`src/logic/mips_defs.svh`:
```
`ifndef MIPS_DEFS_SVH
`define MIPS_DEFS_SVH

// datapath widths
`define NB_DATA     32
`define NB_REG      5
`define NB_PC       32

// data memory size in bytes, address wraps modulo this
`define MEM_BYTES   1024

`endif

```
`src/logic/mips_pkg.sv`:
```
`include "mips_defs.svh"

package mips_pkg;

    typedef logic [`NB_DATA-1:0] data_t;        // register and memory word
    typedef logic [`NB_REG-1:0]  reg_addr_t;    // register index
    typedef logic [`NB_PC-1:0]   pc_t;

    // access width of a load or store
    // unsigned variants only matter for loads
    typedef enum logic [2:0] {
        MEM_BYTE   = 3'd0,  // lb / sb
        MEM_BYTE_U = 3'd1,  // lbu
        MEM_HALF   = 3'd2,  // lh / sh
        MEM_HALF_U = 3'd3,  // lhu
        MEM_WORD   = 3'd4   // lw / sw
    } mem_op_e;

endpackage

```
`src/logic/stage_if.sv`:
```
`timescale 1ns/1ns

interface stage_if
    import mips_pkg::*;
();

    logic       reg_write;      // bubble when low
    logic       mem_to_reg;     // wb mux select
    data_t      mem_data;       // loaded value, extended
    data_t      alu_result;
    reg_addr_t  selected_reg;
    logic       r31_ctrl;       // link instruction
    pc_t        pc;             // return address for link
    logic       hlt;

    modport src (
        output reg_write,
        output mem_to_reg,
        output mem_data,
        output alu_result,
        output selected_reg,
        output r31_ctrl,
        output pc,
        output hlt
    );

    modport dst (
        input reg_write,
        input mem_to_reg,
        input mem_data,
        input alu_result,
        input selected_reg,
        input r31_ctrl,
        input pc,
        input hlt
    );

endinterface

```
`src/logic/mem_wb_reg.sv`:
```
`timescale 1ns/1ns

module mem_wb_reg (
    input  logic    i_clock,
    input  logic    i_reset,
    input  logic    i_pipeline_enable,  // low while debug unit stalls
    stage_if.dst    i_mem,
    stage_if.src    o_wb
);

    always_ff @(posedge i_clock) begin
        if (i_reset) begin
            o_wb.reg_write    <= 1'b0;
            o_wb.mem_to_reg   <= 1'b0;
            o_wb.mem_data     <= '0;
            o_wb.alu_result   <= '0;
            o_wb.selected_reg <= '0;
            o_wb.r31_ctrl     <= 1'b0;
            o_wb.pc           <= '0;
            o_wb.hlt          <= 1'b0;
        end else if (i_pipeline_enable) begin
            o_wb.reg_write    <= i_mem.reg_write;
            o_wb.mem_to_reg   <= i_mem.mem_to_reg;
            o_wb.mem_data     <= i_mem.mem_data;
            o_wb.alu_result   <= i_mem.alu_result;
            o_wb.selected_reg <= i_mem.selected_reg;
            o_wb.r31_ctrl     <= i_mem.r31_ctrl;
            o_wb.pc           <= i_mem.pc;
            o_wb.hlt          <= i_mem.hlt;
        end
    end

    // stalled stage keeps its instruction intact
    a_hold_on_stall: assert property (
        @(posedge i_clock) disable iff (i_reset)
            !i_pipeline_enable |=> $stable({
                o_wb.reg_write,
                o_wb.mem_to_reg,
                o_wb.mem_data,
                o_wb.alu_result,
                o_wb.selected_reg,
                o_wb.r31_ctrl,
                o_wb.pc,
                o_wb.hlt
            })
    ) else $error("mem_wb_reg: contents changed during stall");

endmodule

```
`src/flat_wrapper.sv`:
```
// flat-port wrapper written by rule: the top's interface ports become plain ports
module mem_wb_reg_flat 
  (i_clock, i_reset, i_pipeline_enable, i_mem_reg_write, i_mem_mem_to_reg, i_mem_mem_data, i_mem_alu_result, i_mem_selected_reg, i_mem_r31_ctrl, i_mem_pc, i_mem_hlt, o_wb_reg_write, o_wb_mem_to_reg, o_wb_mem_data, o_wb_alu_result, o_wb_selected_reg, o_wb_r31_ctrl, o_wb_pc, o_wb_hlt);
  stage_if i_mem_i ();
  stage_if o_wb_i ();
  input  logic i_clock;
  input  logic i_reset;
  input  logic i_pipeline_enable;
  input wire logic [$bits(i_mem_i.reg_write)-1:0] i_mem_reg_write;
  input wire logic [$bits(i_mem_i.mem_to_reg)-1:0] i_mem_mem_to_reg;
  input wire logic [$bits(i_mem_i.mem_data)-1:0] i_mem_mem_data;
  input wire logic [$bits(i_mem_i.alu_result)-1:0] i_mem_alu_result;
  input wire logic [$bits(i_mem_i.selected_reg)-1:0] i_mem_selected_reg;
  input wire logic [$bits(i_mem_i.r31_ctrl)-1:0] i_mem_r31_ctrl;
  input wire logic [$bits(i_mem_i.pc)-1:0] i_mem_pc;
  input wire logic [$bits(i_mem_i.hlt)-1:0] i_mem_hlt;
  output wire logic [$bits(o_wb_i.reg_write)-1:0] o_wb_reg_write;
  output wire logic [$bits(o_wb_i.mem_to_reg)-1:0] o_wb_mem_to_reg;
  output wire logic [$bits(o_wb_i.mem_data)-1:0] o_wb_mem_data;
  output wire logic [$bits(o_wb_i.alu_result)-1:0] o_wb_alu_result;
  output wire logic [$bits(o_wb_i.selected_reg)-1:0] o_wb_selected_reg;
  output wire logic [$bits(o_wb_i.r31_ctrl)-1:0] o_wb_r31_ctrl;
  output wire logic [$bits(o_wb_i.pc)-1:0] o_wb_pc;
  output wire logic [$bits(o_wb_i.hlt)-1:0] o_wb_hlt;
  assign i_mem_i.reg_write = i_mem_reg_write;
  assign i_mem_i.mem_to_reg = i_mem_mem_to_reg;
  assign i_mem_i.mem_data = i_mem_mem_data;
  assign i_mem_i.alu_result = i_mem_alu_result;
  assign i_mem_i.selected_reg = i_mem_selected_reg;
  assign i_mem_i.r31_ctrl = i_mem_r31_ctrl;
  assign i_mem_i.pc = i_mem_pc;
  assign i_mem_i.hlt = i_mem_hlt;
  assign o_wb_reg_write = o_wb_i.reg_write;
  assign o_wb_mem_to_reg = o_wb_i.mem_to_reg;
  assign o_wb_mem_data = o_wb_i.mem_data;
  assign o_wb_alu_result = o_wb_i.alu_result;
  assign o_wb_selected_reg = o_wb_i.selected_reg;
  assign o_wb_r31_ctrl = o_wb_i.r31_ctrl;
  assign o_wb_pc = o_wb_i.pc;
  assign o_wb_hlt = o_wb_i.hlt;
  mem_wb_reg u_core (.i_clock(i_clock), .i_reset(i_reset), .i_pipeline_enable(i_pipeline_enable), .i_mem(i_mem_i), .o_wb(o_wb_i));
endmodule
```
`config.mk`:
```
export PLATFORM = sky130hd
export DESIGN_NAME = mem_wb_reg_flat
export DESIGN_NICKNAME = d
export VERILOG_FILES = /design/src/logic/mips_pkg.sv /design/src/logic/stage_if.sv /design/src/logic/mem_wb_reg.sv /design/src/flat_wrapper.sv
export VERILOG_INCLUDE_DIRS = /design/src /design/src/logic
export SDC_FILE = /design/constraint.sdc
export NUM_CORES = 1
export LEC_CHECK = 0
export BUFFER_PORTS_ARGS = -buffer_cell sky130_fd_sc_hd__buf_2
export CORE_UTILIZATION = 44
export DETAILED_ROUTE_END_ITERATION = 12
export HOLD_SLACK_MARGIN = 0.03
export PLACE_DENSITY_LB_ADDON = 0.15
export SETUP_SLACK_MARGIN = 0.5
export SLEW_MARGIN = 30
export SYNTH_ARGS = -nofsm -noshare
export SYNTH_HDL_FRONTEND = slang
export SYNTH_SLANG_ARGS = --single-unit
export TNS_END_PERCENT = 50
```
`constraint.sdc`:
```
create_clock -name i_clock -period 0.96 [get_ports i_clock]
set_input_delay 0.096 -clock i_clock [delete_from_list [all_inputs] [get_ports i_clock]]
set_output_delay 0.096 -clock i_clock [all_outputs]
set_load 0.01 [all_outputs]
```
Yosys cells after proc, flatten, opt, wreduce, memory -nomap -nowiden
Cells that the tools add are included.

Register bits after elaboration: 105. Bits of input ports: 108. Output and inout port bits: 105. Logic and storage cells: 8.

Logic depth before layout (Yosys ltp)
Depth after elaboration: 0. Mapped depth: 5. Mapped depth without buffers: 2.

Worst setup path before layout
OpenSTA, ideal clock, no wires.

Path kind: input -> register. From: in i_pipeline_enable. To: reg u_core.o_wb.alu_result[14]. Setup time: 128 ps. Arrival time: 734 ps. Data required time: 832 ps. Setup slack: 98 ps. Stages: 5. Cell sequence: buf_4 > buf_8 > buf_12 > mux2i_1 > nor2_1.

RTL lines: start, declared (line flat_wrapper.sv:8) `input logic i_pipeline_enable;`; end, declared (line stage_if.sv:20) `output alu_result,`.

Final worst setup path
From: reg u_core.o_wb.pc[9]. To: out o_wb_pc[9].

RTL lines: start, declared (line stage_if.sv:23) `output pc,`; end, declared (line flat_wrapper.sv:23) `output wire logic [$bits(o_wb_i.pc)-1:0] o_wb_pc;`.

No word-level cell between the ends.

==> summary.txt <==
Power and ir drop
  – Overall Power: 9.13 mW
  – Flop pwr share: 0.531
  – Clk pwr share: 0.300
  – Cell-internal power: 6.81 mW
  – Logic pwr share: 0.169
  – PwrDens: around 1600 nW/um2
  – Peak supply drop: ~930 uV
  – Switching power: between 2 and 2.5 mW
  – Sw frac: 0.254
  – LEAKAGE: between 2 and 3 nW

Global route
  – Gr usage total: 0.200
  – Total gr overflow: 0
  – Initial antenna violation count: 0
  – Number of global-route vias before repair: around 3000
  – Largest net degree at the start of global routing: 66
  – First-pass GRT wire length: about 14 mm

Critical path
  – CP max stage delay: between 300 and 400 ps
  – CP Class: reg -> out
  – Reg2reg path depth: 3
  – Crit. Startpoint: u_core.o_wb.pc[9]
  – R2R setup slack: approximately 170 ps
  – Worst reg2reg endpoint: u_core.o_wb.alu_result[6]
  – Buf/Inv on CP: 1
  – Critical path, cell by cell: buf_6
  – CP Max Fanout: 2
  – WP data required: about 860 ps
  – Cell count along the critical path: 1
  – Delay-heaviest family, CP: flip-flops
  – Worst setup path end: o_wb_pc[9]
  – Crit path arrival time: ~800 ps
  – Startpoint Class: register
  – Slowest CP cell: dfxtp_2
  – Worst R2R Start: u_core.o_wb.alu_result[6]
  – CP endpoint kind: output port

STA
  – RSZ-0062 raised after global routing: true
  – Slew @ Worst Pin: between 200 and 300 ps
  – Period utilisation layout: 0.954
  – WHS: -34.6 ps
  – Final-report max-slew violation count: 0
  – Final hold vios: 89
  – Min cycle time layout: approximately 900 ps
  – Rel. slew slack: 0.813
  – Final setup vio count: 0
  – Sum of negative setup slack: 0 ps
  – F_max: 1090 MHz
  – Layout Skew: 0 ps

Placed design
  – IO buf count: 212
  – Placed cell areas: about 4800 um2
  – Routability cong.: between 0.7 and 0.8
  – Post-DP HPWL: roughly 6.0 mm

Drt
  – DRT Pass-1 Iters: 5
  – DRC Markers: 0
  – DRT iter0 DRCs: 76
  – ANT nets after route: 0
  – DR vias/cell: 4.70
  – Post-Route WL: 9.17 mm
  – Routed len/inst: about 14 um
  – Routed vias: ~3100

Floorplan
  – Row cnt: 33
  – Core Box Area: 8260 um2
  – Starting Density: 0.455
  – Die height: between 90 and 100 um
  – Die span in x: approximately 94 um
  – Die ar.: about 8900 um2
  – # IOs: between 200 and 250

Finish
  – Fraction of layout cells with a size suffix above 1: 0.622
  – Regs by FF count: u_core.o_wb.alu_result: 32 flops, u_core.o_wb.mem_data: 32 flops, u_core.o_wb.pc: 32 flops
  – Filler cells: slightly above 600
  – Fin util: 0.712
  – Post-route design area: about 5900 um2
  – P&R area growth vs syn: 56.5%
  – Nets: ~660
  – Diode count: 0

Yosys
  – Synthesized area per cell: 11.1 um2
  – Async S/R FF share, synth: 0
  – Yosys cell types: 9
  – Cell taking the most area after synthesis: dfxtp_1
  – Area contributors post-synth: dfxtp_1, mux2i_1, nor2_1
  – Flops & latches, synth: roughly 110
  – Top cells by count, synth: dfxtp_1, mux2i_1, nor2_1
  – Post-synth top area share: 0.560
  – Main synth FF type: dfxtp_1
  – Syn Inst Count: about 340
  – Sequential area share after synthesis: 0.560
  – Mapped cell area: between 3000 and 4000 um2
  – EDFF count, synth: 0
  – Syn nets: ~450
  – Syn. warnings: 0

Status
  – Failing checks: negative hold slack
  – Status: complete, but fails checks

Run
  – Max-capacitance violation count: 0

Worst hold path
  – Min-delay worst type: in -> reg

CTS
  – Clk slew on worst S/H paths: approximately 100 ps
  – Clock Latency Late Sink: 350 ps
  – CTS tree: built
  – Sink Count: 105
  – TritonCTS Buffers: 9
  – Maximum clock insertion buffer count: 2
  – H-tree depth: 3
  – CTS root buffer: clkbuf_8
[per-layer routing]
layer | GRT usage | part of all wire | wire (um)
met3 | 0.0749 | 0.093 | 849
met2 | 0.335 | 0.48 | 4420
met5 | 0 | 0 | 0
met1 | 0.224 | 0.41 | 3730
met4 | 0.0910 | 0.019 | 173
[area by class of cell]
type	instances	area, um2	share of cell area
Clock buffer	9	124	0.0211
Clock inverter	7	77.6	0.0132
Multi-Input combinational cell	210	1450	0.246
Sequential cell	105	2230	0.380
Tap cell	105	131	0.0223
Timing Repair Buffer	225	1870	0.318
[worst min path at each step]
stage	endpoint	cells past startpoint	slack, ps	from
CTS	u_core.o_wb.mem_data[9]	3	-50	i_mem_mem_data[9]
floorplan	u_core.o_wb.alu_result[31]	2	240	i_mem_alu_result[31]
global route	u_core.o_wb.pc[16]	3	-50	i_mem_pc[16]
finish	u_core.o_wb.mem_data[9]	3	-30	i_mem_mem_data[9]
detailed placement	u_core.o_wb.alu_result[8]	3	340	i_mem_alu_result[8]
global placement	u_core.o_wb.mem_data[4]	3	330	i_mem_mem_data[4]
[through the flow]
stage	hold WS, ps	setup WS [ps]	instances
after floorplan	243	165	339
after global placement	328	41.6	639
after detailed placement	338	0.130	639
after CTS	-49.7	30.4	658
after global routing	-53.0	1.74	661
final	-34.6	44.0	661
[cell usage in the layout (no fill, tap or decap)]
cell type / instances
mux2i_1: 105
clkinv_4: 2
buf_12: 4
dfxtp_2: 105
buf_4: 10
bufinv_16: 1
clkinvlp_4: 1
inv_6: 2
nor2_1: 105
buf_2: 106
buf_6: 105
clkbuf_8: 9
clkinv_2: 1
[power groups by stage]
| stage | Combinational, mW | Sequential, mW | Clock, mW |
|---|---|---|---|
| after floorplan | 0.586 | 4.96 | 0 |
| after global placement | 1.22 | 4.82 | 0 |
| after detailed placement | 1.24 | 4.83 | 0 |
| after CTS | 1.53 | 4.85 | 2.79 |
| after global routing | 1.67 | 4.88 | 3.01 |
| final | 1.55 | 4.85 | 2.74 |
[repair_timing]
item,4_1_cts,5_1_grt
endpoints found under the setup margin,210,210
buffers inserted,3,3
gates resized for setup,210,0
pin swaps,0,0
hold endpoints to repair,105,101
[logic make-up (layout without fill, tap and decap cells)]
kind of cell | Yosys count | in the layout | share of synthesized area
buffers and inverters | 24 | 241 | 0.0556
DFF | 105 | 105 | 0.560
muxes | 105 | 105 | 0.280
and+or+nand+nor | 105 | 105 | 0.105
Power figures use the tool's default switching activity.
