File: config.mk
export PLATFORM = sky130hd
export DESIGN_NAME = reg_bank_flat
export DESIGN_NICKNAME = d
export VERILOG_FILES = /design/src/logic/mips_pkg.sv /design/src/logic/stage_if.sv /design/src/logic/reg_bank.sv /design/src/flat_wrapper.sv
export VERILOG_INCLUDE_DIRS = /design/src /design/src/logic
export SDC_FILE = /design/constraint.sdc
export NUM_CORES = 2
export LEC_CHECK = 0
export BUFFER_PORTS_ARGS = -buffer_cell sky130_fd_sc_hd__buf_2
export CAP_MARGIN = 20
export CORE_MARGIN = 1
export CORE_UTILIZATION = 35
export CTS_CLUSTER_SIZE = 8
export DETAILED_ROUTE_END_ITERATION = 10
export PLACE_DENSITY = 0.51
export SETUP_SLACK_MARGIN = 0.15
export SLEW_MARGIN = 20
export SYNTH_ARGS = -nofsm -noshare
export SYNTH_HDL_FRONTEND = slang
export SYNTH_SLANG_ARGS = --single-unit
File: constraint.sdc
create_clock -name i_clock -period 2.4 [get_ports i_clock]
set_clock_uncertainty 0.05 [all_clocks]
set_input_delay 0 -clock i_clock [delete_from_list [all_inputs] [get_ports i_clock]]
set_output_delay 0 -clock i_clock [all_outputs]
set_load 0.02 [all_outputs]
File: src/logic/mips_defs.svh
`ifndef MIPS_DEFS_SVH
`define MIPS_DEFS_SVH

// datapath widths
`define NB_DATA     32
`define NB_REG      5
`define NB_PC       32

// data memory size in bytes, address wraps modulo this
`define MEM_BYTES   1024

`endif

File: src/logic/mips_pkg.sv
`include "mips_defs.svh"

package mips_pkg;

    typedef logic [`NB_DATA-1:0] data_t;        // register and memory word
    typedef logic [`NB_REG-1:0]  reg_addr_t;    // register index
    typedef logic [`NB_PC-1:0]   pc_t;

    // access width of a load or store
    // unsigned variants only matter for loads
    typedef enum logic [2:0] {
        MEM_BYTE   = 3'd0,  // lb / sb
        MEM_BYTE_U = 3'd1,  // lbu
        MEM_HALF   = 3'd2,  // lh / sh
        MEM_HALF_U = 3'd3,  // lhu
        MEM_WORD   = 3'd4   // lw / sw
    } mem_op_e;

endpackage

File: src/logic/stage_if.sv
`timescale 1ns/1ns

interface stage_if
    import mips_pkg::*;
();

    logic       reg_write;      // bubble when low
    logic       mem_to_reg;     // wb mux select
    data_t      mem_data;       // loaded value, extended
    data_t      alu_result;
    reg_addr_t  selected_reg;
    logic       r31_ctrl;       // link instruction
    pc_t        pc;             // return address for link
    logic       hlt;

    modport src (
        output reg_write,
        output mem_to_reg,
        output mem_data,
        output alu_result,
        output selected_reg,
        output r31_ctrl,
        output pc,
        output hlt
    );

    modport dst (
        input reg_write,
        input mem_to_reg,
        input mem_data,
        input alu_result,
        input selected_reg,
        input r31_ctrl,
        input pc,
        input hlt
    );

endinterface

File: src/logic/reg_bank.sv
`timescale 1ns/1ns

module reg_bank
    import mips_pkg::*;
(
    input  logic        i_clock,
    input  logic        i_reset,
    input  logic        i_pipeline_enable,
    stage_if.dst        i_wb,
    input  reg_addr_t   i_rs_addr,
    input  reg_addr_t   i_rt_addr,
    output data_t       o_rs_data,
    output data_t       o_rt_data,
    output logic        o_wb_reg_write,
    output reg_addr_t   o_wb_reg,
    output data_t       o_wb_data,
    output logic        o_halted
);

    localparam int        NUM_REGS = 2 ** $bits(reg_addr_t);
    localparam reg_addr_t LINK_REG = reg_addr_t'(31);  // ra

    data_t      regs [NUM_REGS];
    data_t      wb_value;
    reg_addr_t  wb_dest;
    logic       wb_en;
    logic       halted;

    // write-back mux
    always_comb begin
        if (i_wb.r31_ctrl) begin
            wb_value = data_t'(i_wb.pc);    // pc already holds return address
        end else if (i_wb.mem_to_reg) begin
            wb_value = i_wb.mem_data;
        end else begin
            wb_value = i_wb.alu_result;
        end
    end

    assign wb_dest = i_wb.r31_ctrl ? LINK_REG : i_wb.selected_reg;
    assign wb_en   = i_wb.reg_write && i_pipeline_enable && (wb_dest != '0);

    always_ff @(posedge i_clock) begin
        if (i_reset) begin
            for (int i = 0; i < NUM_REGS; i++) begin
                regs[i] <= '0;
            end
        end else if (wb_en) begin
            regs[wb_dest] <= wb_value;
        end
    end

    // write-through so a read in the same cycle sees the pending value
    assign o_rs_data = (wb_en && (i_rs_addr == wb_dest)) ? wb_value : regs[i_rs_addr];
    assign o_rt_data = (wb_en && (i_rt_addr == wb_dest)) ? wb_value : regs[i_rt_addr];

    always_ff @(posedge i_clock) begin
        if (i_reset) begin
            halted <= 1'b0;
        end else if (i_pipeline_enable && i_wb.hlt) begin
            halted <= 1'b1;     // sticky until reset
        end
    end

    assign o_halted       = halted;
    assign o_wb_reg_write = i_wb.reg_write;
    assign o_wb_reg       = wb_dest;
    assign o_wb_data      = wb_value;

    // r0 hardwired, bypass included
    a_r0_zero: assert property (
        @(posedge i_clock) disable iff (i_reset)
            ((i_rs_addr != '0) || (o_rs_data == '0)) &&
            ((i_rt_addr != '0) || (o_rt_data == '0))
    ) else $error("reg_bank: register 0 read nonzero");

endmodule

File: src/flat_wrapper.sv
// flat-port wrapper written by rule: the top's interface ports become plain ports
module reg_bank_flat import mips_pkg::*;
  (i_clock, i_reset, i_pipeline_enable, i_rs_addr, i_rt_addr, o_rs_data, o_rt_data, o_wb_reg_write, o_wb_reg, o_wb_data, o_halted, i_wb_reg_write, i_wb_mem_to_reg, i_wb_mem_data, i_wb_alu_result, i_wb_selected_reg, i_wb_r31_ctrl, i_wb_pc, i_wb_hlt);
  stage_if i_wb_i ();
  input  logic i_clock;
  input  logic i_reset;
  input  logic i_pipeline_enable;
  input  reg_addr_t i_rs_addr;
  input  reg_addr_t i_rt_addr;
  output data_t o_rs_data;
  output data_t o_rt_data;
  output logic o_wb_reg_write;
  output reg_addr_t o_wb_reg;
  output data_t o_wb_data;
  output logic o_halted;
  input wire logic [$bits(i_wb_i.reg_write)-1:0] i_wb_reg_write;
  input wire logic [$bits(i_wb_i.mem_to_reg)-1:0] i_wb_mem_to_reg;
  input wire logic [$bits(i_wb_i.mem_data)-1:0] i_wb_mem_data;
  input wire logic [$bits(i_wb_i.alu_result)-1:0] i_wb_alu_result;
  input wire logic [$bits(i_wb_i.selected_reg)-1:0] i_wb_selected_reg;
  input wire logic [$bits(i_wb_i.r31_ctrl)-1:0] i_wb_r31_ctrl;
  input wire logic [$bits(i_wb_i.pc)-1:0] i_wb_pc;
  input wire logic [$bits(i_wb_i.hlt)-1:0] i_wb_hlt;
  assign i_wb_i.reg_write = i_wb_reg_write;
  assign i_wb_i.mem_to_reg = i_wb_mem_to_reg;
  assign i_wb_i.mem_data = i_wb_mem_data;
  assign i_wb_i.alu_result = i_wb_alu_result;
  assign i_wb_i.selected_reg = i_wb_selected_reg;
  assign i_wb_i.r31_ctrl = i_wb_r31_ctrl;
  assign i_wb_i.pc = i_wb_pc;
  assign i_wb_i.hlt = i_wb_hlt;
  reg_bank u_core (.i_clock(i_clock), .i_reset(i_reset), .i_pipeline_enable(i_pipeline_enable), .i_wb(i_wb_i), .i_rs_addr(i_rs_addr), .i_rt_addr(i_rt_addr), .o_rs_data(o_rs_data), .o_rt_data(o_rt_data), .o_wb_reg_write(o_wb_reg_write), .o_wb_reg(o_wb_reg), .o_wb_data(o_wb_data), .o_halted(o_halted));
endmodule
After elaboration in Yosys (flattened, before gate mapping)
Memories as Yosys holds them, arrays and structs flattened. Cells that the tools add are included.

Equal/unequal tests: 2. Reduce and logical (&&, ||, !) cells: 7. Muxes and demuxes: 13.

Operators by type and width (number): $mux W32 (5); $reduce_or A32 Y1 (1); $eq A5 B5 Y1 (2); $mux W5 (2); $mux W1 (6); $logic_and A1 B1 Y1 (5); $reduce_bool A5 Y1 (1).

Flip-flop bits (word level): 1. Input port bits: 118. Output and inout port bits: 103. Memories kept: 1. Word-level logic and storage cells: 24. Bits in writable memories: 1024.

Memory list: u_core.regs (depth 32, width 32, read ports 2, clocked after memory_dff 0, wr ports 32, line reg_bank.sv:23) `data_t regs [NUM_REGS];`.

Logic depth before layout (Yosys ltp)
Depth after elaboration: 8. Mapped depth: 9. Depth with buffers taken out: 6.

Worst setup path before layout
OpenSTA, ideal clock, no wires.

Path kind: in2reg. From: input i_reset. To: memory u_core.regs[17][0] in the netlist's numbering (enable). Data required time: 1956 ps. Arrival time: 1726 ps. Library setup time: 394 ps. Cell stages on the path: 6. Path slack: 230 ps. Buffers on the path: 2. Cell sequence: clkbuf_1 -> nor3b_1 -> and2_1 -> clkbuf_1 -> nand2_1 -> nand2b_1.

RTL lines: start, declared (line flat_wrapper.sv:6) `input logic i_reset;`; end, declared (line reg_bank.sv:23).

==> flow_summary.toml <==
[outcome]
status = "finished, violations left"
violations = "negative setup slack"

[critical_path]
crit_start = "u_core.regs[11][30]"
path_class = "register to output port"
end_kind = "output port"
r2r_end = "u_core.o_halted"
worstPathArrival_ns = 2.63
crit_required_ns = 2.35
startpoint_type = "register"
reg2regPathDepth = 4
reg2reg_slack_ns = 0.65
r2r-start = "u_core.o_halted"
crit_path_end = "o_rt_data[30]"
cp_max_fo = 2

[die]
design.core.area_um2 = 151900
die_height_um = 393.3
die_width_um = 393.3
start_util_pct = 35.27
die-area_um2 = 154600
num_io_pins = 221
placementRows = 143

[global_route]
grt_max_degree = 57
track_usage_pct = 25.83
antenna_found_initial = 16
grt_pass1_wl_mm = 278.1
grt_overflow = 0
grt_pass1_vias = 36820

[placement]
gp_congestion = 0.8488
dpl_cell_area_um2 = 60760
hpwl_mm = 126.1
io_buffers = 220
dp_slack_ns = 0.05708

[clocking]
root_buffer = "clkbuf_16"
clkLatencyLatePin_ns = 0.77
tritoncts = "yes"
cts_sinks = 1025
cts.htree.levels = 4
cts_buffers = 147
clk_pin_slew_ns = 0.05
clock_tree.buffer_depth = 3

[drt]
vias_per_cell = 5.816
vias = 36860
drc = 0
drt-initial-drc-count = 4849
wl_per_cell_um = 31.46
routed_wl_mm = 199.4
dr.pass1.iters = 6
ant_nets = 0

[run]
maxCapViolCount = 0

[final_layout]
fill_cells = 13430
syn2layout_area_growth_pct = 25.52
finalInstanceArea_um2 = 67250
drive_gt1_share_pct = 37.28
nNetsFinal = 4390

[power_and_ir_drop]
irDropWorstVdd_uv = 800.9
power_density_nw_per_um2 = 710.6
p_leak_nw = 24.00

[synthesis]
async_flop_share_pct = 0
synthCells = 3781
synth_edf_count = 1024
ys_ff_latch = 1025
ys_warn_count = 0
synth-seq-area-share_pct = 57.43
ys.flop_type = "edfxtp_1"
netlist_area_um2 = 53580
syn_area_per_cell_um2 = 14.17
synth.distinct_cells = 45

[sta]
rsz0062_at_grt = "true"
drv_slew = 0
layout_min_cycle_time_ns = 2.685
setup_violations = 60
worst_hold_slack_ns = 0.05862
hold_viol = 0
relSlewSlack_pct = 26.97
tightest_slew_ns = 1.095
max_freq_mhz = 372.5
min_period_over_period_pct = 111.9
fin_ws_ns = -0.2845

[hold_path]
hp-class = "input port to register"
-- kinds of logic (layout without fill, tap and decap cells) --
| group | count (synthesis) | in the layout | synth area share [%] |
|---|---|---|---|
| xor gates and xnor gates | 5 | 5 | 0.08173 |
| buffers and inverters | 434 | 922 | 3.468 |
| other | 1 | 39 | 0.006999 |
| DFF | 1025 | 1025 | 57.43 |
| muxes | 799 | 799 | 26.80 |
| and+or+nand+nor | 1330 | 1330 | 9.663 |
| AOI/OAI and AO/OA | 187 | 187 | 2.550 |
-- through the flow --
step | instances | util [%] | total power, mW | setup TNS [ns]
3_3_place_gp | 6064 | 40.00 | 28.29 | 0
3_5_place_dp | 6064 | 40.00 | 28.34 | 0
4_1_cts | 6328 | 43.98 | 47.85 | -9.394
5_1_grt | 6332 | 44.27 | 49.03 | -10.57
6_report | 6337 | 44.27 | 47.79 | -5.838
2_1_floorplan | 3812 | - | 25.17 | 0
-- worst min-delay path by stage --
stage,start,to,slack [ns],cells after the start
6_report,i_wb_alu_result[1],u_core.regs[17][1],0.06,7
4_1_cts,i_wb_mem_data[0],u_core.regs[20][0],0.004,7
3_3_place_gp,i_wb_reg_write,o_wb_reg_write,0.19,2
3_5_place_dp,i_wb_reg_write,o_wb_reg_write,0.19,2
5_1_grt,i_wb_mem_data[23],u_core.regs[9][23],0.07,7
2_1_floorplan,i_wb_reg_write,o_wb_reg_write,0.06,1
-- routing by layer --
metal  GRT usage (%)  vias up  part of all wire [%]
li1                -    15260                     -
met1           35.31    19330                    40
met2           41.23     1902                    47
met3           5.235      356                   9.7
met4           8.256        6                   3.0
met5               0        -                 0.021
-- registers in the layout, summed over array words and instances, names as in the netlist --
| register | count |
|---|---|
| u_core.o_halted | 1 |
| u_core.regs | 1024 |
-- cells in the final DEF (no fill, tap or decap), types with 4 or more instances in the layout --
master / n
edfxtp_1: 1024
nand2b_2: 31
xor2_1: 4
a32oi_4: 13
a22oi_2: 30
clkbuf_16: 150
mux2_2: 4
nand2_1: 152
buf_8: 6
a21oi_1: 9
a22o_1: 4
nor2_1: 1035
conb_1: 32
buf_2: 166
a22oi_1: 32
nand2_2: 57
buf_12: 129
nand2_4: 15
a32oi_2: 22
clkbuf_1: 13
inv_1: 33
dlygate4sd3_1: 74
mux4_2: 508
diode_2: 7
inv_6: 6
buf_4: 312
nor2_4: 5
a32oi_1: 28
buf_6: 21
nand2b_1: 4
mux2i_4: 33
nor3_1: 7
clkinv_8: 5
mux2i_1: 216
o21ai_1: 7
mux2i_2: 37
a21oi_4: 32
-- worst max-delay path, cell delays in order (launching register included) --
cell      delay [ns]
edfxtp_1        0.38
mux4_2          0.49
mux2_4          0.29
a221o_1         0.32
nand2_2         0.10
mux2i_1         0.09
buf_4           0.19
-- cell usage after synthesis (5+ instances only) --
master,instances,share of area (%)
nor2_1,1040,7.3
edfxtp_1,1024,57
mux4_2,508,21
mux2i_1,286,5.3
clkbuf_1,239,1.7
nand2_1,225,1.6
buf_2,90,0.84
a32oi_1,63,1.0
a22oi_1,62,0.87
buf_1,42,0.29
a21oi_1,41,0.38
nand2b_1,35,0.41
inv_1,34,0.24
buf_4,25,0.35
nor3_1,7,0.065
mux2_2,5,0.11
o21ai_1,5,0.047
-- where the power goes --
part	switching (mW)	internal [mW]
clock	7.73	11.2
combinational	4.38	3.39
sequential	0.457	20.7
total	12.6	35.2
-- area by class of cell --
class / instances / area (um^2) / share of cell area [%]
clock buffers: 163 / 3802 / 5.654
multi-input cells: 2353 / 22960 / 34.15
repair buffers: 710 / 6848 / 10.18
well taps: 2030 / 2540 / 3.777
clock inverters: 14 / 172.7 / 0.2567
flip-flops and latches: 1025 / 30770 / 45.75
inverters: 35 / 138.9 / 0.2065
diodes: 7 / 17.52 / 0.02605
-- timing repair --
action                     in CTS  in global routing
pin swaps                      65                 56
hold buffers                   86                  0
setup endpoints to repair      64                 76
resized for setup             238                 82
buffers inserted                1                  2
hold endpoints to repair     1287                  0
Power figures use the tool's default switching activity.
